==> config.mk <==
export PLATFORM = sky130hd
export DESIGN_NAME = ff_latch_ctrl
export DESIGN_NICKNAME = d
export VERILOG_FILES = /design/src/verilog/lynx_video_pkg.sv /design/src/verilog/ff_latch_ctrl.sv
export SDC_FILE = /design/constraint.sdc
export NUM_CORES = 1
export LEC_CHECK = 0
export BUFFER_PORTS_ARGS = -buffer_cell sky130_fd_sc_hd__buf_2
export CAP_MARGIN = 5
export CORE_ASPECT_RATIO = 0.9
export CORE_UTILIZATION = 55
export DETAILED_ROUTE_END_ITERATION = 6
export PLACE_DENSITY = 0.77
export SLEW_MARGIN = 20
export SYNTH_ARGS = -nofsm -noshare
export SYNTH_HDL_FRONTEND = slang
export SYNTH_SLANG_ARGS = --single-unit
==> constraint.sdc <==
create_clock -name clk_sys -period 5.8 [get_ports clk_sys]
set_clock_uncertainty 0.15 [all_clocks]
set_input_delay 0 -clock clk_sys [delete_from_list [all_inputs] [get_ports clk_sys]]
set_output_delay 0 -clock clk_sys [all_outputs]
set_load 0.01 [all_outputs]
==> src/verilog/lynx_video_pkg.sv <==
package lynx_video_pkg;

  ////////////////////////////////
  // panel and frame buffer
  ////////////////////////////////
  localparam int LCD_W     = 160;
  localparam int LCD_H     = 102;
  localparam int FB_DEPTH  = LCD_W * LCD_H;   // 16320 pixels
  localparam int LAST_ADDR = FB_DEPTH - 1;    // write here closes a frame

  typedef logic [13:0] pixel_addr_t;
  typedef logic [11:0] rgb444_t;              // red in [11:8]
  typedef logic [23:0] rgb888_t;
  typedef logic [1:0]  buf_idx_t;             // 0..2 only

  ////////////////////////////////
  // raster timing
  ////////////////////////////////
  localparam int H_TOTAL  = 445;  // pixel slots per line
  localparam int V_TOTAL  = 270;  // lines per frame
  localparam int HS_START = 350;
  localparam int HS_END   = 382;
  localparam int VS_START = 1;
  localparam int VS_END   = 4;
  localparam int LAND_Y0  = 120;  // first active line, landscape
  localparam int PORT_Y0  = 62;   // first active line, rotated
  localparam int HS_DELAY = 7;    // output hsync lag in pixels

  // screen orientation
  typedef enum logic [1:0] {
    ORIENT_LAND   = 2'd0,
    ORIENT_ROT    = 2'd1,
    ORIENT_ROT180 = 2'd2
  } orient_e;

  // flicker blending over frames
  typedef enum logic [1:0] {
    BLEND_OFF = 2'd0,
    BLEND_2F  = 2'd1,
    BLEND_3F  = 2'd2
  } blend_e;

  // fast-forward button latch
  typedef enum logic [1:0] {
    FF_OFF          = 2'd0,
    FF_HOLD_OFF     = 2'd1,
    FF_LATCHED      = 2'd2,
    FF_HOLD_LATCHED = 2'd3
  } ff_state_e;

endpackage

==> src/verilog/ff_latch_ctrl.sv <==
`timescale 1ns/1ns

module ff_latch_ctrl #(
  parameter int FF_TAP_CYCLES = 12_800_000
) (
  input  logic clk_sys,
  input  logic arst_n,
  input  logic ff_btn,
  output logic fast_forward
);

  localparam int                 CNT_W   = $clog2(FF_TAP_CYCLES + 1);
  localparam logic [CNT_W-1:0]   TAP_MAX = CNT_W'(FF_TAP_CYCLES);

  lynx_video_pkg::ff_state_e state;
  lynx_video_pkg::ff_state_e state_nx;
  logic [CNT_W-1:0]          hold_cnt;

  always_comb begin
    state_nx = state;
    case (state)
      lynx_video_pkg::FF_OFF:      if (ff_btn) state_nx = lynx_video_pkg::FF_HOLD_OFF;
      lynx_video_pkg::FF_HOLD_OFF: begin
        if (!ff_btn) begin
          // short tap latches, long hold was momentary
          state_nx = (hold_cnt < TAP_MAX) ? lynx_video_pkg::FF_LATCHED
                                          : lynx_video_pkg::FF_OFF;
        end
      end
      lynx_video_pkg::FF_LATCHED:  if (ff_btn) state_nx = lynx_video_pkg::FF_HOLD_LATCHED;
      default:                     if (!ff_btn) state_nx = lynx_video_pkg::FF_OFF;
    endcase
  end

  always_ff @(posedge clk_sys or negedge arst_n) begin
    if (!arst_n) begin
      state        <= lynx_video_pkg::FF_OFF;
      hold_cnt     <= '0;
      fast_forward <= 1'b0;
    end else begin
      state        <= state_nx;
      fast_forward <= (state_nx != lynx_video_pkg::FF_OFF);
      if (state != lynx_video_pkg::FF_HOLD_OFF) hold_cnt <= '0;
      else if (hold_cnt != TAP_MAX)             hold_cnt <= hold_cnt + 1'b1;  // saturates
    end
  end

  a_state_legal : assert property (@(posedge clk_sys) disable iff (!arst_n)
    state inside {lynx_video_pkg::FF_OFF, lynx_video_pkg::FF_HOLD_OFF,
                  lynx_video_pkg::FF_LATCHED, lynx_video_pkg::FF_HOLD_LATCHED})
    else $error("ff_latch_ctrl: illegal state");

endmodule

==> impl_metrics.py <==
metrics = {
    "synth": {
        "synth.yosys.warnings": 0,
        "syn_avg_cell_area_um2": 9.452,
        "synth_cell_types": 35,
        "synthCells": 157,
        "synth_nets": 162,
        "synth_top_area_share": 0.4553,
        "syn-cell-area_mm2": 0.001484,
        "synth_area_leaders": "dfrtp_1 46%, or4_1 5.6%, o31ai_1 5.1%",
        "yosysTopAreaCell": "dfrtp_1",
        "ys_seq_elements": 27,
        "yosysSeqAreaShare": 0.4553,
    },
    "status": {
        "status": "complete, no violations",
    },
    "timing": {
        "worst_pin_slew_ps": 922.2,
        "setup_tns_ps": 0,
        "holdWs_ps": 29.94,
        "min_period_ps": 2288,
        "timing.fmax_mhz": 437.1,
        "post-route-period-util": 0.3944,
        "drv_slew": 0,
        "finalHoldViolations": 0,
        "rsz0062_at_grt": "no",
        "setup_viol": 0,
        "slew_headroom": 0.3852,
    },
    "worst_setup_path": {
        "worstPathMaxFanout": 18,
        "cp_data_arrival_time_ps": 2370,
        "end_kind": "flop",
        "required_ps": 5880,
        "critPathKind": "reg -> reg",
        "critPathSlowestCell": "or4_1",
        "start_kind": "flop",
        "path_cells": "and4_1 > nand4_1 > or4_1 > a21oi_1",
        "max_stage_delay_ps": 660,
    },
    "global_routing": {
        "overflow": 0,
        "grt_pass1_wl_um": 5168,
        "grt_pass1_vias": 1165,
        "track_usage": 0.2297,
        "antenna_found_initial": 0,
        "grt_max_degree": 28,
    },
    "finish": {
        "fill_cells": 216,
        "num_antenna_cells": 0,
        "multi_input_area_um2": 755.7,
        "layout_commonest_cell": "dfrtp_1",
        "syn2layout_area_growth_pct": 4.300,
        "final-seq-area_um2": 675.6,
        "drive_gt1_frac": 0.07547,
        "fin_nets": 165,
        "mostFrequentLayoutCells": "27 x dfrtp_1, 14 x a21oi_1, 11 x or4_1, 10 x nor2_1, 10 x o31ai_1",
    },
    "clock_network": {
        "cts.htree.levels": 1,
        "cts_root_buf": "clkbuf_4",
        "clk_latency_ps": 330,
        "post_cts.repair.setup_buffers": 0,
        "cts_sinks": 27,
        "clk_pin_slew_ps": 140,
        "clockBufferDepth": 2,
        "cts_made_buffers": 3,
        "tritoncts": "built",
        "cts_resized": 0,
    },
    "die": {
        "die_y_um": 51.28,
        "dieWidth_um": 56.75,
        "die-area_mm2": 0.002910,
        "coreArea_mm2": 0.002510,
        "ios": 4,
        "core.rowCount": 17,
        "initial_core_util": 0.5912,
    },
    "routing": {
        "wl_um": 2785,
        "drt_iter0_markers": 47,
        "dr.pass1.iters": 4,
        "routed_via_density": 6.567,
        "ant_nets": 0,
        "wl_per_cell_um": 14.89,
        "dr_total_vias": 1228,
        "drc": 0,
    },
    "power": {
        "power.leakage_nw": 0.5722,
        "powerDensity_mw_per_mm2": 199.1,
        "ir_drop_v": 0.0001348,
    },
    "worst_hold_path": {
        "hold_class": "in -> async",
    },
    "placed_design": {
        "dp_hpwl_um": 1972,
        "globalplace.congestion": 0.8780,
        "portBuffers": 3,
    },
    "job": {
        "cap_violations": 0,
    },
}
Yosys cell counts, drive strengths merged:
cell type and instances:
a211o 1, inv 5, a21oi 14, buf 1
xor2 5, or4 11, and4 5, and3 3
or2 1, nand4 9, and2 1, dfrtp 27
or3 3, o21ai 6, o21a 1, a31oi 1
ha 2, xnor2 3, a211oi 1, nand3 9
clkbuf 6, nor3 3, nor3b 1, nor2b 2
nor4 3, nand2b 2, nor4b 1, o2111ai 1
nor2 10, nand2 9, o31ai 10
kinds of logic after synthesis:
logic type | share of synthesized area
simple gates | 0.3010
compound gates | 0.1442
flops | 0.4553
buf+inv | 0.03541
xor+xnor | 0.04722
fa+ha+maj | 0.01686
state kept, by name, indices dropped and copies added (netlist names):
signal / cells
hold_cnt: 24
state: 2
fast_forward: 1
power breakdown:
part	leakage, nW	internal (W)	switching (W)
clock	0.0177	0.0000259	0.0000538
combinational	0.186	0.00000964	0.0000196
sequential	0.368	0.000194	0.00000563
worst paths after layout:
kind                                          from  slack [ps]  cells past startpoint                  endpoint
setup / recovery           hold_cnt[7]$_DFFE_PN0P_        3510                      4  hold_cnt[19]$_DFFE_PN0P_
hold / removal                              arst_n          30                      2   hold_cnt[1]$_DFFE_PN0P_
setup reg to reg           hold_cnt[7]$_DFFE_PN0P_        3510                      4  hold_cnt[19]$_DFFE_PN0P_
hold reg to reg                 state[1]$_DFF_PN0_         400                      1        state[1]$_DFF_PN0_
max in group asynchronous                   arst_n        5070                      2   hold_cnt[5]$_DFFE_PN0P_
min in group clk_sys                        ff_btn         200                      2        state[0]$_DFF_PN0_
per-layer routing:
| layer | vias up | GRT usage | wire length (µm) |
|---|---|---|---|
| met5 | - | 0 | 0 |
| met4 | 0 | 0.04878 | 0 |
| met3 | 0 | 0.05570 | 116 |
| met2 | 32 | 0.3571 | 1286 |
| met1 | 595 | 0.3279 | 1382 |
| li1 | 601 | - | - |
what timing repair did:
action,CTS,global route
hold buffers,2,0
endpoints found under the setup margin,0,0
hold endpoints to repair,30,0
critical path, delay by kind of cell, from the launching register on:
kind | cells | cell delay (ps)
AO/OA/AOI/OAI | 1 | 170
AND/OR/NAND/NOR | 3 | 1450
flip-flops | 1 | 430
through the flow:
step           utilization  setup slack [ps]  std cells  cell area (µm²)  power [W]
3_3_place_gp        0.5977              3619        181             1500  0.0002308
4_1_cts             0.6167              3495        187             1548  0.0003146
3_5_place_dp        0.5977              3533        181             1500  0.0002316
6_report            0.6167              3512        187             1548  0.0003082
2_1_floorplan            -              3948        157             1484  0.0002218
5_1_grt             0.6167              3323        187             1548  0.0003247
final cells by class:
type                            count  area share
Clock buffer                        3     0.01455
Clock inverter                      1    0.003234
Sequential cell                    27      0.4365
Tap cell                           28     0.02264
Multi-Input combinational cell    118      0.4883
Inverter                            5     0.01213
Timing Repair Buffer                5     0.02264
(Power assumes the default switching activity.)
