## src/verilog/lynx_video_pkg.sv

```systemverilog
package lynx_video_pkg;

  ////////////////////////////////
  // panel and frame buffer
  ////////////////////////////////
  localparam int LCD_W     = 160;
  localparam int LCD_H     = 102;
  localparam int FB_DEPTH  = LCD_W * LCD_H;   // 16320 pixels
  localparam int LAST_ADDR = FB_DEPTH - 1;    // write here closes a frame

  typedef logic [13:0] pixel_addr_t;
  typedef logic [11:0] rgb444_t;              // red in [11:8]
  typedef logic [23:0] rgb888_t;
  typedef logic [1:0]  buf_idx_t;             // 0..2 only

  ////////////////////////////////
  // raster timing
  ////////////////////////////////
  localparam int H_TOTAL  = 445;  // pixel slots per line
  localparam int V_TOTAL  = 270;  // lines per frame
  localparam int HS_START = 350;
  localparam int HS_END   = 382;
  localparam int VS_START = 1;
  localparam int VS_END   = 4;
  localparam int LAND_Y0  = 120;  // first active line, landscape
  localparam int PORT_Y0  = 62;   // first active line, rotated
  localparam int HS_DELAY = 7;    // output hsync lag in pixels

  // screen orientation
  typedef enum logic [1:0] {
    ORIENT_LAND   = 2'd0,
    ORIENT_ROT    = 2'd1,
    ORIENT_ROT180 = 2'd2
  } orient_e;

  // flicker blending over frames
  typedef enum logic [1:0] {
    BLEND_OFF = 2'd0,
    BLEND_2F  = 2'd1,
    BLEND_3F  = 2'd2
  } blend_e;

  // fast-forward button latch
  typedef enum logic [1:0] {
    FF_OFF          = 2'd0,
    FF_HOLD_OFF     = 2'd1,
    FF_LATCHED      = 2'd2,
    FF_HOLD_LATCHED = 2'd3
  } ff_state_e;

endpackage

```

## src/verilog/scan_address.sv

```systemverilog
`timescale 1ns/1ns

module scan_address (
  input  logic                         clk_sys,
  input  logic                         arst_n,
  input  logic                         pix_ce,
  input  logic [8:0]                   x,
  input  logic [8:0]                   y,
  input  logic                         hbl,
  input  logic                         vbl,
  input  lynx_video_pkg::orient_e      orient_q,
  output lynx_video_pkg::pixel_addr_t  rd_addr
);

  localparam lynx_video_pkg::pixel_addr_t STRIDE = 14'(lynx_video_pkg::LCD_W);

  // first address of the next display line, given the current line y
  localparam lynx_video_pkg::pixel_addr_t ROT_BASE =
    14'((lynx_video_pkg::LCD_H - 1) * lynx_video_pkg::LCD_W - (lynx_video_pkg::PORT_Y0 - 1));
  localparam lynx_video_pkg::pixel_addr_t ROT180_BASE =
    14'((lynx_video_pkg::LCD_W - 1) + (lynx_video_pkg::PORT_Y0 - 1));

  logic                        line_end;
  lynx_video_pkg::pixel_addr_t y_wide;

  assign line_end = (x == 9'(lynx_video_pkg::H_TOTAL - 1));
  assign y_wide   = 14'(y);

  // rd_addr always holds the address of the pixel now on the beam
  always_ff @(posedge clk_sys or negedge arst_n) begin
    if (!arst_n) begin
      rd_addr <= '0;
    end else if (pix_ce) begin
      case (orient_q)
        lynx_video_pkg::ORIENT_ROT: begin
          if (!hbl)          rd_addr <= rd_addr - STRIDE;  // up one row
          else if (line_end) rd_addr <= ROT_BASE + y_wide;  // bottom row, next column
        end
        lynx_video_pkg::ORIENT_ROT180: begin
          if (!hbl)          rd_addr <= rd_addr + STRIDE;  // down one row
          else if (line_end) rd_addr <= ROT180_BASE - y_wide;
        end
        default: begin
          if (vbl)       rd_addr <= '0;
          else if (!hbl) rd_addr <= rd_addr + 1'b1;  // rows in order
        end
      endcase
    end
  end

endmodule

```

## config.mk

```make
export PLATFORM = sky130hd
export DESIGN_NAME = scan_address
export DESIGN_NICKNAME = d
export VERILOG_FILES = /design/src/verilog/lynx_video_pkg.sv /design/src/verilog/scan_address.sv
export SDC_FILE = /design/constraint.sdc
export NUM_CORES = 1
export LEC_CHECK = 0
export BUFFER_PORTS_ARGS = -buffer_cell sky130_fd_sc_hd__buf_2
export CAP_MARGIN = 20
export CORE_MARGIN = 5
export CORE_UTILIZATION = 40
export DETAILED_ROUTE_END_ITERATION = 8
export SYNTH_ARGS = -nofsm -noshare
export SYNTH_HDL_FRONTEND = slang
export SYNTH_SLANG_ARGS = --single-unit
```

## constraint.sdc

```tcl
create_clock -name clk_sys -period 2.7 [get_ports clk_sys]
set_input_delay 0 -clock clk_sys [delete_from_list [all_inputs] [get_ports clk_sys]]
set_output_delay 0 -clock clk_sys [all_outputs]
set_load 0.05 [all_outputs]
```

==> results.py <==
metrics = {
    "run_status": {
        "run_status": "complete, no violations",
    },
    "die": {
        "io_pins": 39,
        "rows": 25,
        "chipHeight_um": 79.9,
        "die_w_um": 79.9,
        "initial_core_util_pct": 41.3,
        "die_area_um2": 6380,
        "core-area_um2": 4720,
    },
    "logic_synthesis": {
        "yosysSeqAreaShare_pct": 17.9,
        "syn_avg_cell_area_um2": 7.57,
        "synth.distinct_cells": 66,
        "postSynth.asyncResetShare_pct": 100,
        "synth-edff-count": 0,
        "synth.top_cell.area_share_pct": 17.9,
        "synth.cell_area_um2": 1950,
        "yosysWarnings": 0,
        "synth_area_leader_cell": "dfrtp_1",
        "yosys_register_bits": 14,
        "synth_area_leaders": "dfrtp_1 18%, o21ai_0 5.4%, nor2_1 5.0%, ha_1 4.5%, nand2_1 4.2%",
        "synth_nets": 290,
        "ys.flop_type": "dfrtp_1",
        "synth_cells": 258,
    },
    "worst_setup_path": {
        "cp-start-kind": "flip-flop",
        "end_kind": "flip-flop",
        "r2r_slack_ns": 0.38,
        "rr_worst_depth": 7,
        "cp_data_arrival_time_ns": 2.44,
        "path_class": "flip-flop to flip-flop",
        "rr_endpoint": "rd_addr[13]",
        "required_ns": 2.82,
        "r2r_start": "rd_addr[5]",
        "crit_fanout": 12,
    },
    "grt": {
        "grt_remaining_overflow": 0,
        "grt_max_degree": 20,
        "grt_pass1_wl_mm": 9.04,
        "antenna_found_initial": 0,
        "track_usage_pct": 17.7,
        "grt_pass1_vias": 1798,
    },
    "clock_tree": {
        "cts_buffers": 3,
        "cts_max_level": 1,
        "cts_buffer_depth": 2,
        "post_cts_resized": 0,
        "clkLatencyLatePin_ns": 0.24,
        "cts_setup_buffers": 0,
        "cts_tree": "done",
        "clkSlewWorstSetupHoldPaths_ns": 0.06,
        "root_buffer": "clkbuf_8",
        "cts.sinks": 14,
    },
    "finish": {
        "reg_top3": "rd_addr (14)",
        "nNetsFinal": 318,
        "layout.cells.most_common": "buf_2",
        "largest_register": "rd_addr",
        "drive_above_1_share_pct": 22.1,
        "antenna_cells": 0,
        "syn2layout_area_growth_pct": 11.9,
        "design_area_um2": 2180,
        "layout_common_cells": "38 x buf_2, 26 x nor2_1, 22 x nand2_1",
        "fillerInstances": 497,
        "largest_reg_flops": 14,
    },
    "routing": {
        "viasPerCell": 5.67,
        "remaining_drc_errors": 0,
        "wl_per_cell_um": 15.9,
        "dr.pass1.iters": 4,
        "wirelength_mm": 5.61,
        "ant_nets": 0,
        "num_vias": 1995,
        "initialDrtViolationCount": 158,
    },
    "worst_hold_path": {
        "min_path_type": "input port to flip-flop",
        "hold_depth": 3,
        "worstHoldEndpoint": "rd_addr[13]",
        "hold_path.startpoint": "vbl",
    },
    "sta": {
        "hold_viol_final": 0,
        "slew_headroom_pct": 57.8,
        "rsz0062_at_grt": "false",
        "skew_ns": 0.00618,
        "fin_setup_tns_ns": 0,
        "slew_violations": 0,
        "post-route-period-util_pct": 86.0,
        "setup_viol": 0,
        "whs_ns": 0.160,
        "tightest_slew_ns": 0.633,
        "fin_crit_ns": 2.32,
        "timing.fmax_mhz": 430,
    },
    "placement": {
        "placed_area_um2": 2120,
        "gp_congestion": 0.903,
        "port_buffers": 38,
        "dp_hpwl_mm": 4.28,
    },
    "run": {
        "maxCapViolations": 0,
    },
    "power_and_ir_drop": {
        "p_per_area_nw_per_um2": 607,
        "ir_drop_mv": 0.298,
        "leakage_nw": 0.934,
        "power_mw": 1.33,
    },
}
==> worst max-delay path, cell delays in order, from the launching register on <==
cell and delay [ns]:
dfrtp_1 0.55, ha_1 0.32, and4_1 0.24, nand4_1 0.21, o211ai_1 0.28, o221ai_1 0.14
or3_1 0.32, o2bb2ai_1 0.13
==> where the power goes <==
part / internal (mW) / leakage (nW) / switching (mW)
clock: 0.129 / 0.0288 / 0.0758
combinational: 0.267 / 0.723 / 0.460
sequential: 0.255 / 0.182 / 0.139
total: 0.652 / 0.934 / 0.675
==> stage by stage <==
stage | setup WS, ns | util, % | std cells
floorplan | 0.344 | - | 258
global placement | 0.497 | 44.9 | 347
detailed placement | 0.438 | 44.9 | 347
CTS | 0.429 | 46.3 | 352
global route | 0.267 | 46.3 | 352
finish | 0.377 | 46.3 | 352
==> synth_stat cells (2+ instances only) <==
| cell | count |
|---|---|
| and3_1 | 7 |
| inv_1 | 10 |
| nor2_1 | 26 |
| nand3_1 | 9 |
| nand2_1 | 22 |
| a21oi_1 | 11 |
| o221ai_1 | 3 |
| o21ai_1 | 8 |
| a211o_1 | 2 |
| maj3_1 | 2 |
| a21boi_0 | 3 |
| a22o_1 | 3 |
| ha_1 | 7 |
| o21a_1 | 4 |
| xor2_1 | 7 |
| o2bb2ai_1 | 2 |
| nand2b_1 | 3 |
| xnor2_1 | 7 |
| buf_6 | 6 |
| a31oi_1 | 2 |
| and2_1 | 2 |
| or3_1 | 4 |
| buf_2 | 5 |
| mux2_2 | 3 |
| clkbuf_1 | 8 |
| nor3_1 | 7 |
| o21ai_0 | 21 |
| mux2i_1 | 3 |
| o32ai_1 | 3 |
| dfrtp_1 | 14 |
| o211ai_1 | 7 |
| nor4_2 | 2 |
| a22oi_1 | 2 |
==> layout make-up <==
cell class | count | area (µm²) | area share, %
multi-input cells | 214 | 1430 | 65.3
inverters | 10 | 37.5 | 1.72
clock buffers | 4 | 55.1 | 2.52
well taps | 67 | 83.8 | 3.84
repair buffers | 43 | 230 | 10.5
flip-flops and latches | 14 | 350 | 16.0
==> metal layers <==
layer  global-route usage, %  wire (µm)  up-vias
met1                    26.5       2760      916
met5                       0          0        -
met4                    4.05         19        0
li1                        -          -     1006
met2                    26.2       2460       71
met3                    2.71        379        2
==> timing repair <==
action                                  CTS  global route
endpoints found under the setup margin    0             0
endpoints found under the hold margin    14             0
hold buffers                              1             0
==> logic make-up (layout without fill, tap and decap cells) <==
kind of cell,after synthesis,in the layout,synth area share [%]
flops,14,14,17.9
simple gates,97,97,26.2
mux,6,6,3.27
compound gates,88,88,31.9
fa+ha+maj,9,9,5.51
buf+inv,30,57,8.91
xor+xnor,14,14,6.28
==> how the worst max path moves through the flow <==
stage | from | end | slack (ns) | depth (start not counted)
after floorplan | rd_addr[5] | rd_addr[13] | 0.34 | 9
after global placement | rd_addr[5] | rd_addr[13] | 0.50 | 7
after detailed placement | orient_q[0] | rd_addr[4] | 0.44 | 9
after CTS | rd_addr[5] | rd_addr[13] | 0.43 | 7
after global routing | rd_addr[5] | rd_addr[13] | 0.27 | 7
final | rd_addr[5] | rd_addr[13] | 0.38 | 7
Power figures use the tool's default switching activity.
