File: config.mk
export PLATFORM = sky130hd
export DESIGN_NAME = raster_timing
export DESIGN_NICKNAME = d
export VERILOG_FILES = /design/src/verilog/lynx_video_pkg.sv /design/src/verilog/raster_timing.sv
export SDC_FILE = /design/constraint.sdc
export NUM_CORES = 1
export LEC_CHECK = 0
export BUFFER_PORTS_ARGS = -buffer_cell sky130_fd_sc_hd__buf_4
export CAP_MARGIN = 20
export CORE_MARGIN = 5
export CORE_UTILIZATION = 40
export CTS_CLUSTER_DIAMETER = 120
export DETAILED_ROUTE_END_ITERATION = 10
export PLACE_DENSITY = 0.71
export SYNTH_ARGS = -nofsm -noshare
export SYNTH_HDL_FRONTEND = slang
export SYNTH_SLANG_ARGS = --single-unit
export TNS_END_PERCENT = 20
File: constraint.sdc
create_clock -name clk_sys -period 2.1 [get_ports clk_sys]
set_clock_uncertainty 0.2 [all_clocks]
set_input_delay 0.105 -clock clk_sys [delete_from_list [all_inputs] [get_ports clk_sys]]
set_output_delay 0.105 -clock clk_sys [all_outputs]
set_load 0.01 [all_outputs]
File: src/verilog/lynx_video_pkg.sv
package lynx_video_pkg;

  ////////////////////////////////
  // panel and frame buffer
  ////////////////////////////////
  localparam int LCD_W     = 160;
  localparam int LCD_H     = 102;
  localparam int FB_DEPTH  = LCD_W * LCD_H;   // 16320 pixels
  localparam int LAST_ADDR = FB_DEPTH - 1;    // write here closes a frame

  typedef logic [13:0] pixel_addr_t;
  typedef logic [11:0] rgb444_t;              // red in [11:8]
  typedef logic [23:0] rgb888_t;
  typedef logic [1:0]  buf_idx_t;             // 0..2 only

  ////////////////////////////////
  // raster timing
  ////////////////////////////////
  localparam int H_TOTAL  = 445;  // pixel slots per line
  localparam int V_TOTAL  = 270;  // lines per frame
  localparam int HS_START = 350;
  localparam int HS_END   = 382;
  localparam int VS_START = 1;
  localparam int VS_END   = 4;
  localparam int LAND_Y0  = 120;  // first active line, landscape
  localparam int PORT_Y0  = 62;   // first active line, rotated
  localparam int HS_DELAY = 7;    // output hsync lag in pixels

  // screen orientation
  typedef enum logic [1:0] {
    ORIENT_LAND   = 2'd0,
    ORIENT_ROT    = 2'd1,
    ORIENT_ROT180 = 2'd2
  } orient_e;

  // flicker blending over frames
  typedef enum logic [1:0] {
    BLEND_OFF = 2'd0,
    BLEND_2F  = 2'd1,
    BLEND_3F  = 2'd2
  } blend_e;

  // fast-forward button latch
  typedef enum logic [1:0] {
    FF_OFF          = 2'd0,
    FF_HOLD_OFF     = 2'd1,
    FF_LATCHED      = 2'd2,
    FF_HOLD_LATCHED = 2'd3
  } ff_state_e;

endpackage

File: src/verilog/raster_timing.sv
`timescale 1ns/1ns

module raster_timing #(
  parameter int PIX_DIV = 9
) (
  input  logic                     clk_sys,
  input  logic                     arst_n,
  input  lynx_video_pkg::orient_e  orient_sel,
  output logic                     pix_ce,
  output logic                     frame_start,
  output logic [8:0]               x,
  output logic [8:0]               y,
  output logic                     hbl,
  output logic                     vbl,
  output logic                     hs_raw,
  output logic                     vs_raw,
  output lynx_video_pkg::orient_e  orient_q
);

  localparam int DIV_W = (PIX_DIV > 1) ? $clog2(PIX_DIV) : 1;

  logic [DIV_W-1:0] div;
  logic             rotated;

  // pixel enable, one cycle in PIX_DIV
  always_ff @(posedge clk_sys or negedge arst_n) begin
    if (!arst_n) begin
      div    <= '0;
      pix_ce <= 1'b0;
    end else begin
      div    <= (div == DIV_W'(PIX_DIV - 1)) ? '0 : div + 1'b1;
      pix_ce <= (div == DIV_W'(PIX_DIV - 1));
    end
  end

  assign frame_start = pix_ce && (x == 9'(lynx_video_pkg::H_TOTAL - 1))
                              && (y == 9'(lynx_video_pkg::V_TOTAL - 1));

  ////////////////////////////////
  // beam counters
  ////////////////////////////////
  always_ff @(posedge clk_sys or negedge arst_n) begin
    if (!arst_n) begin
      x        <= '0;
      y        <= '0;
      orient_q <= lynx_video_pkg::ORIENT_LAND;
    end else if (pix_ce) begin
      if (x == 9'(lynx_video_pkg::H_TOTAL - 1)) begin
        x <= '0;
        y <= frame_start ? '0 : y + 1'b1;
      end else begin
        x <= x + 1'b1;
      end
      if (frame_start) orient_q <= orient_sel;  // new frame picks up orientation
    end
  end

  assign rotated = (orient_q != lynx_video_pkg::ORIENT_LAND);

  // active window: 160x102 landscape, 102x160 rotated
  assign hbl = rotated ? (x >= 9'(lynx_video_pkg::LCD_H)) : (x >= 9'(lynx_video_pkg::LCD_W));
  assign vbl = rotated ?
    (y < 9'(lynx_video_pkg::PORT_Y0)) ||
    (y >= 9'(lynx_video_pkg::PORT_Y0 + lynx_video_pkg::LCD_W)) :
    (y < 9'(lynx_video_pkg::LAND_Y0)) ||
    (y >= 9'(lynx_video_pkg::LAND_Y0 + lynx_video_pkg::LCD_H));

  assign hs_raw = (x >= 9'(lynx_video_pkg::HS_START)) && (x < 9'(lynx_video_pkg::HS_END));

  // vsync edges line up with the hsync start column
  assign vs_raw = ((y > 9'(lynx_video_pkg::VS_START)) && (y < 9'(lynx_video_pkg::VS_END))) ||
                  ((y == 9'(lynx_video_pkg::VS_START)) && (x >= 9'(lynx_video_pkg::HS_START))) ||
                  ((y == 9'(lynx_video_pkg::VS_END)) && (x < 9'(lynx_video_pkg::HS_START)));

  a_blank_known : assert property (@(posedge clk_sys) disable iff (!arst_n)
    !$isunknown({hbl, vbl}))
    else $error("raster_timing: blanking unknown");

endmodule

==> results.sh <==
export IMPL_routedWlPerCell_um=14.8
export IMPL_rows=21
export IMPL_path_clk_slew_ps=150
export IMPL_yosysSeqAreaShare=0.434
export IMPL_setup_ws_ps=-26.1
export IMPL_grt_remaining_overflow=0
export IMPL_first_global_vias=1399
export IMPL_cts_max_level=1
export IMPL_antenna_violating_nets_post_route=0
export IMPL_start_kind="flop"
export IMPL_required_ps=1790
export IMPL_die_w_um=70
export IMPL_power_density_over_the_cells_nw_per_um2=360
export IMPL_number_of_synthesized_flops_with_an_enable_pin=0
export IMPL_period_needed_ps=2130
export IMPL_post_synth_cell_area_avg_um2=9.54
export IMPL_grt_start_max_net_pins=26
export IMPL_cp_max_fo=3
export IMPL_firstDrtPassIters=4
export IMPL_initial_core_util=0.422
export IMPL_clockBufferDepth=2
export IMPL_clkLatencyLatePin_ps=320
export IMPL_reg_to_reg_startpoint="y[5]"
export IMPL_crit_reg2reg_capture="orient_q[0]"
export IMPL_place_area_um2=1820
export IMPL_cp_arrival_ps=1820
export IMPL_yosysUniqueCellTypes=36
export IMPL_drive_above_1_share=0.382
export IMPL_via_per_inst=5.31
export IMPL_timing_slew_headroom=0.766
export IMPL_via_count_of_the_routed_design=1369
export IMPL_vdd_ir_drop_max_v=0.000274
export IMPL_boundaryPins=30
export IMPL_final_worst_path_period_share=1.01
export IMPL_count_of_synthesis_stage_warnings_from_yosys=0
export IMPL_mostFrequentLayoutCells="sky130_fd_sc_hd__buf_4 (58), sky130_fd_sc_hd__dfrtp_1 (20), sky130_fd_sc_hd__nor2_1 (14), sky130_fd_sc_hd__nand2_1 (13), sky130_fd_sc_hd__xnor2_1 (9)"
export IMPL_yosys_area_top_type_share=0.434
export IMPL_destination_of_the_critical_timing_path="vs_raw"
export IMPL_die_area_um2=4900
export IMPL_drt_first_iter_violations=83
export IMPL_finalCoreUtilization=0.592
export IMPL_grt_use_total=0.160
export IMPL_insertedDiodeCount=0
export IMPL_clock_tree_root_cell="sky130_fd_sc_hd__clkbuf_4"
export IMPL_syn_instance_count=151
export IMPL_violations="hold timing, setup timing"
export IMPL_final_hold_viol_count=22
export IMPL_tritoncts="built"
export IMPL_report_final_setup_viol=2
export IMPL_synthToLayoutAreaGrowth_pct=40.3
export IMPL_timing_critical_path_from="x[1]"
export IMPL_clock_fmax_mhz=470
export IMPL_synthesis_nets=162
export IMPL_run_status="finished, violations left"
export IMPL_drcViolationCount=0
export IMPL_ys_dominant_reg_cell="sky130_fd_sc_hd__dfrtp_1"
export IMPL_worst_setup_path_type="flop to output pin"
export IMPL_async_reset_ff_frac=1.00
export IMPL_yosys_top_cells_area="sky130_fd_sc_hd__dfrtp_1 (43%), sky130_fd_sc_hd__ha_1 (6.1%), sky130_fd_sc_hd__xnor2_1 (5.5%), sky130_fd_sc_hd__nor2_1 (3.6%), sky130_fd_sc_hd__nand4_1 (3.5%)"
export IMPL_hold_slack_ps=-7.13
export IMPL_maxCapViolCount=0
export IMPL_core_region_area_um2=3420
export IMPL_power_leakage_uw=0.000922
export IMPL_grt_first_pass_wirelength_mm=6.50
export IMPL_number_of_cell_instances_on_the_worst_register_to_register_path=5
export IMPL_netlist_top_cell_by_area="sky130_fd_sc_hd__dfrtp_1"
export IMPL_setup_reg_to_reg_worst_slack_ps=40
export IMPL_timing_final_max_slew_violations=0
export IMPL_design_area_um2=2020
export IMPL_numClockSinks=25
export IMPL_finalWeightedCongestion=0.872
export IMPL_buffer_ports_inserted=29
export IMPL_grt_setup_unrepaired="yes"
export IMPL_worstHoldPathType="input pin to asynchronous set/reset pin"
export IMPL_ff_latch_count_synth=25
export IMPL_layout_commonest_cell="sky130_fd_sc_hd__buf_4"
export IMPL_dieHeight_um=70
export IMPL_routed_wirelength_mm=3.82
export IMPL_grt_antenna_before_repair=0
export IMPL_fillers=295
export IMPL_dp_hpwl_mm=2.68
export IMPL_synth_cell_area_um2=1440
export IMPL_max_slew_worst_pin_slew_ps=347
export IMPL_cp_end_kind="output pin"
export IMPL_fin_nets=224
export IMPL_total_cts_buffers=3
cell usage after synthesis (2+ instances only):
library cell and count:
sky130_fd_sc_hd__and3_1 2, sky130_fd_sc_hd__ha_1 7, sky130_fd_sc_hd__inv_1 10, sky130_fd_sc_hd__mux2_4 2, sky130_fd_sc_hd__dfrtp_1 25, sky130_fd_sc_hd__xnor2_1 9, sky130_fd_sc_hd__nor4_1 3, sky130_fd_sc_hd__nand2_1 13
sky130_fd_sc_hd__a21oi_1 4, sky130_fd_sc_hd__nand3_1 5, sky130_fd_sc_hd__nor3_1 5, sky130_fd_sc_hd__or3_1 3, sky130_fd_sc_hd__nor2_1 14, sky130_fd_sc_hd__xor2_1 4, sky130_fd_sc_hd__o21ai_0 10, sky130_fd_sc_hd__a21o_1 2
sky130_fd_sc_hd__nand3b_1 3, sky130_fd_sc_hd__nor3_2 2, sky130_fd_sc_hd__clkbuf_1 4, sky130_fd_sc_hd__nand4_1 8
per-stage QoR:
stage               TNS, ps  power [uW]  worst slack, ps  cells
CTS                   -95.0         736            -54.1    255
floorplan                 0         491             46.2    151
finish                -48.8         727            -26.1    258
global placement          0         504              138    238
global route           -311         757             -120    258
detailed placement        0         504              105    238
layout make-up:
| class | instances | area, um2 | share of cell area |
|---|---|---|---|
| sequential | 25 | 632 | 0.313 |
| clock inverter | 1 | 7.51 | 0.00372 |
| inverter | 10 | 37.5 | 0.0186 |
| clock buffer | 3 | 22.5 | 0.0111 |
| tap | 46 | 57.6 | 0.0285 |
| multi-input combinational | 111 | 787 | 0.389 |
| timing repair buffer | 62 | 477 | 0.236 |
worst min-delay path by stage:
stage                       from      to
after floorplan           arst_n  div[0]
after global placement    arst_n    y[7]
after detailed placement  arst_n    y[7]
after CTS                 arst_n    y[7]
after global routing      arst_n    y[7]
final                     arst_n    y[7]
worst max-delay path: stages (launching register included):
cell	delay (ps)
sky130_fd_sc_hd__dfrtp_1	410
sky130_fd_sc_hd__nand4_1	120
sky130_fd_sc_hd__a21o_1	200
sky130_fd_sc_hd__a211o_1	290
sky130_fd_sc_hd__a2111oi_4	300
sky130_fd_sc_hd__buf_4	170
metal layers:
layer / vias to the layer above / track usage / routed length, um
li1: 653 / - / -
met1: 668 / 0.199 / 1680
met2: 41 / 0.278 / 1880
met3: 7 / 0.0330 / 210
met4: 0 / 0.0468 / 52
met5: - / 0 / 0
kinds of logic after synthesis:
family                     synth area share
muxes                                0.0278
DFF                                   0.434
adders and majority gates            0.0608
xor gates and xnor gates             0.0791
AOI/OAI and AO/OA                    0.0964
and+or+nand+nor                       0.262
buffers and inverters                0.0400
registers in the layout (all words and copies together), names as in the netlist:
name      flops
pix_ce        1
y             9
div           4
orient_q      2
x             9
where the power goes:
part / total (uW) / internal [uW] / switching, uW
Combinational: 17.4 / 7.28 / 10.1
Sequential: 481 / 481 / 0
Clock: 228 / 72.8 / 155
Total: 727 / 562 / 165
repair_timing:
action                                  CTS  global route
hold buffers                              3             0
pin swaps                                 5             3
gates resized for setup                   8             6
setup buffers                            11             3
hold endpoints to repair                 27             0
endpoints found under the setup margin    3             7
No activity file was read; power rests on OpenSTA's default activity.
