## src/verilog/lynx_video_pkg.sv

```systemverilog
package lynx_video_pkg;

  ////////////////////////////////
  // panel and frame buffer
  ////////////////////////////////
  localparam int LCD_W     = 160;
  localparam int LCD_H     = 102;
  localparam int FB_DEPTH  = LCD_W * LCD_H;   // 16320 pixels
  localparam int LAST_ADDR = FB_DEPTH - 1;    // write here closes a frame

  typedef logic [13:0] pixel_addr_t;
  typedef logic [11:0] rgb444_t;              // red in [11:8]
  typedef logic [23:0] rgb888_t;
  typedef logic [1:0]  buf_idx_t;             // 0..2 only

  ////////////////////////////////
  // raster timing
  ////////////////////////////////
  localparam int H_TOTAL  = 445;  // pixel slots per line
  localparam int V_TOTAL  = 270;  // lines per frame
  localparam int HS_START = 350;
  localparam int HS_END   = 382;
  localparam int VS_START = 1;
  localparam int VS_END   = 4;
  localparam int LAND_Y0  = 120;  // first active line, landscape
  localparam int PORT_Y0  = 62;   // first active line, rotated
  localparam int HS_DELAY = 7;    // output hsync lag in pixels

  // screen orientation
  typedef enum logic [1:0] {
    ORIENT_LAND   = 2'd0,
    ORIENT_ROT    = 2'd1,
    ORIENT_ROT180 = 2'd2
  } orient_e;

  // flicker blending over frames
  typedef enum logic [1:0] {
    BLEND_OFF = 2'd0,
    BLEND_2F  = 2'd1,
    BLEND_3F  = 2'd2
  } blend_e;

  // fast-forward button latch
  typedef enum logic [1:0] {
    FF_OFF          = 2'd0,
    FF_HOLD_OFF     = 2'd1,
    FF_LATCHED      = 2'd2,
    FF_HOLD_LATCHED = 2'd3
  } ff_state_e;

endpackage

```

## src/verilog/video_sync_out.sv

```systemverilog
`timescale 1ns/1ns

module video_sync_out (
  input  logic                     clk_sys,
  input  logic                     arst_n,
  input  logic                     pix_ce,
  input  logic                     hbl,
  input  logic                     vbl,
  input  logic                     hs_raw,
  input  logic                     vs_raw,
  input  lynx_video_pkg::rgb888_t  blend_rgb,
  output lynx_video_pkg::rgb888_t  video_rgb,
  output logic                     video_de,
  output logic                     video_hs,
  output logic                     video_vs
);

  localparam int CNT_W = $clog2(lynx_video_pkg::HS_DELAY + 1);

  logic             de_d1;  // matches the blend stage latency
  logic             hs_prev;
  logic             vs_prev;
  logic [CNT_W-1:0] hs_cnt;

  always_ff @(posedge clk_sys or negedge arst_n) begin
    if (!arst_n) begin
      de_d1     <= 1'b0;
      hs_prev   <= 1'b0;
      vs_prev   <= 1'b0;
      hs_cnt    <= '0;
      video_de  <= 1'b0;
      video_hs  <= 1'b0;
      video_vs  <= 1'b0;
      video_rgb <= '0;
    end else if (pix_ce) begin
      de_d1     <= !(hbl || vbl);
      video_de  <= de_d1;
      video_rgb <= de_d1 ? blend_rgb : '0;  // black outside the window
      hs_prev   <= hs_raw;
      vs_prev   <= vs_raw;
      if (hs_raw && !hs_prev) hs_cnt <= CNT_W'(lynx_video_pkg::HS_DELAY);
      else if (hs_cnt != '0)  hs_cnt <= hs_cnt - 1'b1;
      video_hs  <= (hs_cnt == CNT_W'(1));  // keeps clear of the vsync pulse
      video_vs  <= vs_raw && !vs_prev;
    end
  end

  a_hs_vs_apart : assert property (@(posedge clk_sys) disable iff (!arst_n)
    !(video_hs && video_vs))
    else $error("video_sync_out: hsync and vsync overlap");

endmodule

```

## config.mk

```make
export PLATFORM = sky130hd
export DESIGN_NAME = video_sync_out
export DESIGN_NICKNAME = d
export VERILOG_FILES = /design/src/verilog/lynx_video_pkg.sv /design/src/verilog/video_sync_out.sv
export SDC_FILE = /design/constraint.sdc
export NUM_CORES = 1
export LEC_CHECK = 0
export BUFFER_PORTS_ARGS = -buffer_cell sky130_fd_sc_hd__buf_2
export CORE_UTILIZATION = 40
export CTS_CLUSTER_SIZE = 40
export DETAILED_ROUTE_END_ITERATION = 10
export GPL_TIMING_DRIVEN = 0
export PLACE_DENSITY = 0.76
export SYNTH_ARGS = -nofsm -noshare
export SYNTH_HDL_FRONTEND = slang
export SYNTH_SLANG_ARGS = --single-unit
```

## constraint.sdc

```tcl
create_clock -name clk_sys -period 1.7 [get_ports clk_sys]
set_input_delay 0.34 -clock clk_sys [delete_from_list [all_inputs] [get_ports clk_sys]]
set_output_delay 0.34 -clock clk_sys [all_outputs]
set_load 0.1 [all_outputs]
```

==> flow_metrics.py, run 1 <==
metrics = {
    "finish": {
        "layout-drive-gt1-share_pct": 35.9,
        "fin_nets": 242,
        "area_growth_pct": 29.5,
        "antenna_cells": 0,
    },
    "clocking": {
        "clockBufferDepth": 2,
        "cts_buffers": 5,
        "cts_tree": "yes",
        "cts_hold_buffers": 0,
        "path_clk_slew_ns": 0.10,
        "clk_latency_ns": 0.34,
        "clock-sinks": 33,
        "cts_setup_buffers": 0,
        "post_cts_resized": 0,
        "htree_num_levels": 2,
        "clockRootBuffer": "clkbuf_4",
    },
    "floorplan": {
        "start_util_pct": 42.2,
        "io_pins": 58,
        "die_w_um": 61.8,
        "die_h_um": 61.8,
        "die-area_um2": 3820,
        "num_rows": 21,
        "core_area_um2": 3390,
    },
    "route": {
        "ant_nets": 0,
        "vias_per_cell": 4.64,
        "wire_per_inst_um": 11.3,
        "vias": 1184,
        "drtIter0Drc": 69,
        "met1Wirelength_mm": 1.37,
        "top_layer": "met4",
        "route.met2.wl_mm": 1.24,
        "dr_wl_met3_um": 219,
        "drc": 0,
        "drt_pass1_iterations": 4,
        "drt_wl_total_mm": 2.89,
    },
    "logic_synthesis": {
        "synth_cells": 145,
        "yosysTopAreaCellShare_pct": 57.7,
        "synth_area_leaders": "dfrtp_1 58%, o21ai_0 9.4%, nand3_1 8.4%, inv_1 7.3%, ha_1 2.6%",
        "syn_nets": 179,
        "ys_types": 17,
        "ys_seq_elements": 33,
        "netlist_area_um2": 1430,
        "ys_seq_area_share_pct": 57.7,
        "yosysTopAreaCell": "dfrtp_1",
        "synth_warnings": 0,
        "avgSynthCellArea_um2": 9.87,
    },
    "critical_path": {
        "r2r_cells": 5,
        "slowest_delay_ns": 0.43,
        "path_delay_family": "buffers and inverters",
        "cp_max_fo": 2,
        "r2r_start": "hs_cnt[0]$_DFFE_PN0P_",
        "required_ns": 1.36,
        "worst-path-stages": 1,
        "cp-startpoint": "video_rgb[21]$_DFFE_PN0P_",
        "r2r-end": "hs_cnt[1]$_DFFE_PN0P_",
        "cp-endpoint": "video_rgb[21]",
        "critPathSlowestCell": "buf_2",
        "worstPathArrival_ns": 1.15,
        "worstSetupStartpointType": "register",
        "path_class": "register to output port",
        "endpoint_kind": "output port",
        "rrSetupSlack_ns": 0.45,
        "cp_num_buf_inv": 1,
        "path_cells": "buf_2",
    },
    "sta": {
        "finClkSkew_ns": 0.00549,
        "setup_viol": 0,
        "fin_crit_sh_pct": 87.7,
        "slew_headroom_pct": 52.4,
        "period_needed_ns": 1.49,
        "drv_slew": 0,
        "max_freq_ghz": 0.671,
        "worst_slew_pin_slew_ns": 0.714,
        "setup_tns_ns": 0,
        "final_hold_viol_count": 0,
        "rsz0062_at_grt": "no",
    },
    "placed_design": {
        "io_buffers": 56,
        "hpwl_mm": 2.05,
        "place_congestion": 0.704,
    },
    "global_routing": {
        "grt_pass1_wl_mm": 4.12,
        "first_global_vias": 946,
        "grt_max_degree": 34,
        "grt-ovfl-total": 0,
        "antenna_found_initial": 0,
        "global_route.usage.total_pct": 15.7,
    },
    "worst_hold_path": {
        "hold_class": "input pin to asynchronous set/reset pin",
    },
    "power_and_ir_drop": {
        "ir_drop_v": 0.000553,
        "power_mw": 2.23,
        "p_leak_nw": 0.982,
        "p_per_area_nw_per_um2": 1200,
    },
    "run_status": {
        "outcome": "finished clean",
    },
    "job": {
        "drv_cap": 0,
    },
}
worst register-to-register path: stages (launching register included):
cell and delay (ns):
dfrtp_1 0.42, inv_1 0.08, ha_1 0.21, nand2b_1 0.13, mux2i_1 0.21, a21oi_1 0.09
power by group:
group	switching, mW	leakage, nW	total [mW]	internal [mW]
clock	0.267	0.0455	0.618	0.351
sequential	0.0537	0.431	0.923	0.870
combinational	0.535	0.505	0.690	0.154
routing by layer:
layer  up-vias  global-route usage [%]
li1        593                       -
met1       545                    18.8
met2        40                    24.3
met3         6                    6.42
met4         0                    8.57
met5         -                       0
synthesized netlist by cell type:
library cell and n:
a22o_1 1, nand2b_1 3, nand2_1 3, clkbuf_1 2, mux2_4 2, a21oi_1 2, buf_2 6, o21ai_0 27
dfrtp_1 33, nand3b_1 2, nor2_1 3, ha_1 3, mux2i_1 2, buf_6 2, inv_1 28, mux2_2 2
nand3_1 24
sequential cells by signal (all words and copies together) (netlist names):
name and flops:
hs_prev 1, hs_cnt 3, video_rgb 24, vs_prev 1, video_vs 1, de_d1 1, video_hs 1, video_de 1
cell usage in the layout (no fill, tap or decap), drive strengths merged:
master	Yosys	final
nand3	24	24
clkbuf	2	9
nand2	3	3
bufinv	0	1
inv	28	28
o21ai	27	27
dfrtp	33	33
nand3b	2	2
mux2	4	4
nand2b	3	3
a21oi	2	2
buf	8	64
nor2	3	3
mux2i	2	2
a22o	1	1
ha	3	3
per-stage QoR:
stage          area (um2)  instances  util (%)  hold WS (ns)  setup slack (ns)
3_5_place_dp         1770        247      52.2         0.439             0.491
4_1_cts              1850        255      54.7        0.0597             0.202
6_report             1850        255      54.7        0.0364             0.210
3_3_place_gp         1770        247      52.2         0.438             0.520
5_1_grt              1850        255      54.7        0.0898             0.165
2_1_floorplan        1430        145         -        0.0444             0.442
area by class of cell:
type | count | area, um2
fill | 309 | 1540
sequential | 33 | 826
tap | 46 | 57.6
clock buffer | 7 | 55.1
timing repair buffer | 56 | 280
buffer | 10 | 60.1
inverter | 28 | 105
clock inverter | 1 | 30.0
multi-input combinational | 74 | 440
how the worst min path moves through the flow:
| stage | from | slack (ns) | cells past startpoint | endpoint |
|---|---|---|---|---|
| final | arst_n | 0.04 | 1 | video_rgb[1]$_DFFE_PN0P_ |
| after global routing | arst_n | 0.09 | 1 | video_rgb[1]$_DFFE_PN0P_ |
| after CTS | arst_n | 0.06 | 1 | video_rgb[11]$_DFFE_PN0P_ |
| after detailed placement | arst_n | 0.44 | 1 | video_rgb[9]$_DFFE_PN0P_ |
| after global placement | arst_n | 0.44 | 1 | video_rgb[1]$_DFFE_PN0P_ |
| after floorplan | arst_n | 0.04 | 0 | de_d1$_DFFE_PN0P_ |
kinds of logic (layout without fill, tap and decap cells):
logic type | Yosys count | after routing | synth area share, %
adders and majority gates | 3 | 3 | 2.62
AOI/OAI and AO/OA | 30 | 30 | 10.8
buffers and inverters | 38 | 102 | 11.5
and+or+nand+nor | 35 | 35 | 12.3
DFF | 33 | 33 | 57.7
muxes | 6 | 6 | 5.07
Power figures use the tool's default switching activity.
==> run 2: changes to the inputs <==
--- a/config.mk
+++ b/config.mk
@@ -6,11 +6,11 @@
 export NUM_CORES = 1
 export LEC_CHECK = 0
 export BUFFER_PORTS_ARGS = -buffer_cell sky130_fd_sc_hd__buf_2
-export CORE_UTILIZATION = 40
+export CORE_UTILIZATION = 35
 export CTS_CLUSTER_SIZE = 40
 export DETAILED_ROUTE_END_ITERATION = 10
 export GPL_TIMING_DRIVEN = 0
-export PLACE_DENSITY = 0.76
+export PLACE_DENSITY = 0.69
 export SYNTH_ARGS = -nofsm -noshare
 export SYNTH_HDL_FRONTEND = slang
 export SYNTH_SLANG_ARGS = --single-unit
==> run 2 against run 1 <==
  * Largest power group unchanged
  * Non-clock buffer count stayed put
  * Power is 1.7% lower
  * Die area is 14% higher
  * Global-route usage is 0.63 points lower
  * Via count is 0.76% lower
  * First-iteration DRC count is 77% lower
  * Critical path depth stayed put
  * Sequential power hardly changed
  * Sequential cell count stayed put
  * Sequential share of layout area is 0.090 points lower
  * Clock power is 7.0% lower
==> flow_metrics.py, run 2 (synthesis results as in run 1) <==
metrics = {
    "global_routing": {
        "global_route.usage.total_pct": 15.1,
        "grt_pass1_wl_mm": 4.92,
        "grt-ovfl-total": 0,
        "first_global_vias": 1106,
        "antenna_found_initial": 0,
        "grt_max_degree": 34,
    },
    "finish": {
        "regMostFlops": "video_rgb",
        "finalInstanceArea_um2": 1860,
        "antenna_cells": 0,
        "multi_input_area_um2": 440,
        "layout-drive-gt1-share_pct": 35.6,
        "final_cell_mix": "62 x buf_2, 33 x dfrtp_1, 28 x inv_1, 27 x o21ai_0, 24 x nand3_1",
        "largest_reg_flops": 24,
        "fin_util_pct": 48.9,
        "fin_nets": 242,
        "seq_area_um2": 826,
        "area_growth_pct": 29.8,
        "top_regs": "video_rgb: 24 flops, hs_cnt: 3 flops",
        "final_common_cell": "buf_2",
        "layout.cells.non_filler": 256,
        "fillers": 376,
    },
    "floorplan": {
        "core_area_um2": 3800,
        "die_h_um": 66.0,
        "io_pins": 58,
        "die-area_um2": 4350,
        "die_w_um": 66.0,
        "num_rows": 22,
        "start_util_pct": 37.7,
    },
    "job": {
        "drv_cap": 0,
    },
    "critical_path": {
        "slowest_delay_ns": 0.44,
        "critPathSlowestCell": "buf_2",
        "required_ns": 1.36,
        "path_class": "register to output port",
        "worst-path-stages": 1,
        "worstPathArrival_ns": 1.07,
        "cp_max_fo": 2,
        "cp_num_buf_inv": 1,
        "endpoint_kind": "output port",
        "worstSetupStartpointType": "register",
        "path_delay_family": "buffers and inverters",
        "r2r_cells": 5,
        "path_cells": "buf_2",
    },
    "clocking": {
        "clock-sinks": 33,
        "clockRootBuffer": "clkbuf_8",
        "clk_latency_ns": 0.28,
        "cts_hold_buffers": 0,
        "cts_buffers": 5,
        "cts_setup_buffers": 0,
        "path_clk_slew_ns": 0.06,
        "post_cts_resized": 0,
        "clockBufferDepth": 2,
        "htree_num_levels": 2,
        "cts_tree": "yes",
    },
    "worst_hold_path": {
        "hold_class": "input pin to asynchronous set/reset pin",
    },
    "sta": {
        "slew_headroom_pct": 52.1,
        "fin_hold_ws_ns": 0.114,
        "setup_viol": 0,
        "setup_tns_ns": 0,
        "rsz0062_at_grt": "no",
        "finClkSkew_ns": 0.00372,
        "fin_crit_sh_pct": 83.1,
        "final_hold_viol_count": 0,
        "max_freq_ghz": 0.708,
        "period_needed_ns": 1.41,
        "drv_slew": 0,
        "worst_slew_pin_slew_ns": 0.719,
    },
    "power_and_ir_drop": {
        "ir_drop_v": 0.000441,
        "p_per_area_nw_per_um2": 1180,
        "p_leak_nw": 0.980,
    },
    "run_status": {
        "outcome": "finished clean",
    },
    "placed_design": {
        "place_inst": 249,
        "placed_area_um2": 1770,
        "place_congestion": 0.688,
        "io_buffers": 56,
        "hpwl_mm": 2.15,
    },
    "route": {
        "wire_per_inst_um": 11.5,
        "drt_wl_total_mm": 2.94,
        "vias": 1175,
        "drc": 0,
        "drt_pass1_iterations": 4,
        "ant_nets": 0,
        "drtIter0Drc": 16,
        "vias_per_cell": 4.59,
    },
}
## run 2: per-layer routing
| metal | vias up | track usage (%) | wire length (um) |
|---|---|---|---|
| li1 | 588 | - | - |
| met1 | 542 | 21.2 | 1470 |
| met2 | 39 | 21.4 | 1210 |
| met3 | 6 | 4.48 | 215 |
| met4 | 0 | 6.38 | 43 |
| met5 | - | 0 | 0 |
## run 2: path summary, 6_finish.rpt
path | to | startpoint | slack (ns)
max | video_vs | video_vs$_DFFE_PN0P_ | 0.29
min | video_rgb[3]$_DFFE_PN0P_ | arst_n | 0.11
max reg2reg | hs_cnt[1]$_DFFE_PN0P_ | hs_cnt[0]$_DFFE_PN0P_ | 0.47
min reg2reg | hs_prev$_DFFE_PN0P_ | hs_prev$_DFFE_PN0P_ | 0.50
max in group asynchronous | video_rgb[8]$_DFFE_PN0P_ | arst_n | 1.12
min in group clk_sys | video_rgb[21]$_DFFE_PN0P_ | blend_rgb[21] | 0.30
## run 2: cell type report
cell class	count	share of cell area [%]
plain buffers	10	3.23
clock buffers	7	4.65
well taps	48	3.23
inverters	28	5.66
flip-flops and latches	33	44.4
repair buffers	56	15.1
multi-input cells	74	23.7
## run 2: power breakdown
part / leakage [nW] / internal [mW] / total, mW / switching, mW
registers: 0.431 / 0.872 / 0.926 / 0.0545
clock network: 0.0443 / 0.321 / 0.575 / 0.254
logic: 0.505 / 0.155 / 0.691 / 0.535
## run 2: through the flow
| stage | setup WS, ns | total power [mW] |
|---|---|---|
| 4_1_cts | 0.284 | 2.22 |
| 3_5_place_dp | 0.504 | 1.63 |
| 2_1_floorplan | 0.442 | 1.48 |
| 5_1_grt | 0.249 | 2.32 |
| 3_3_place_gp | 0.514 | 1.62 |
| 6_report | 0.288 | 2.19 |
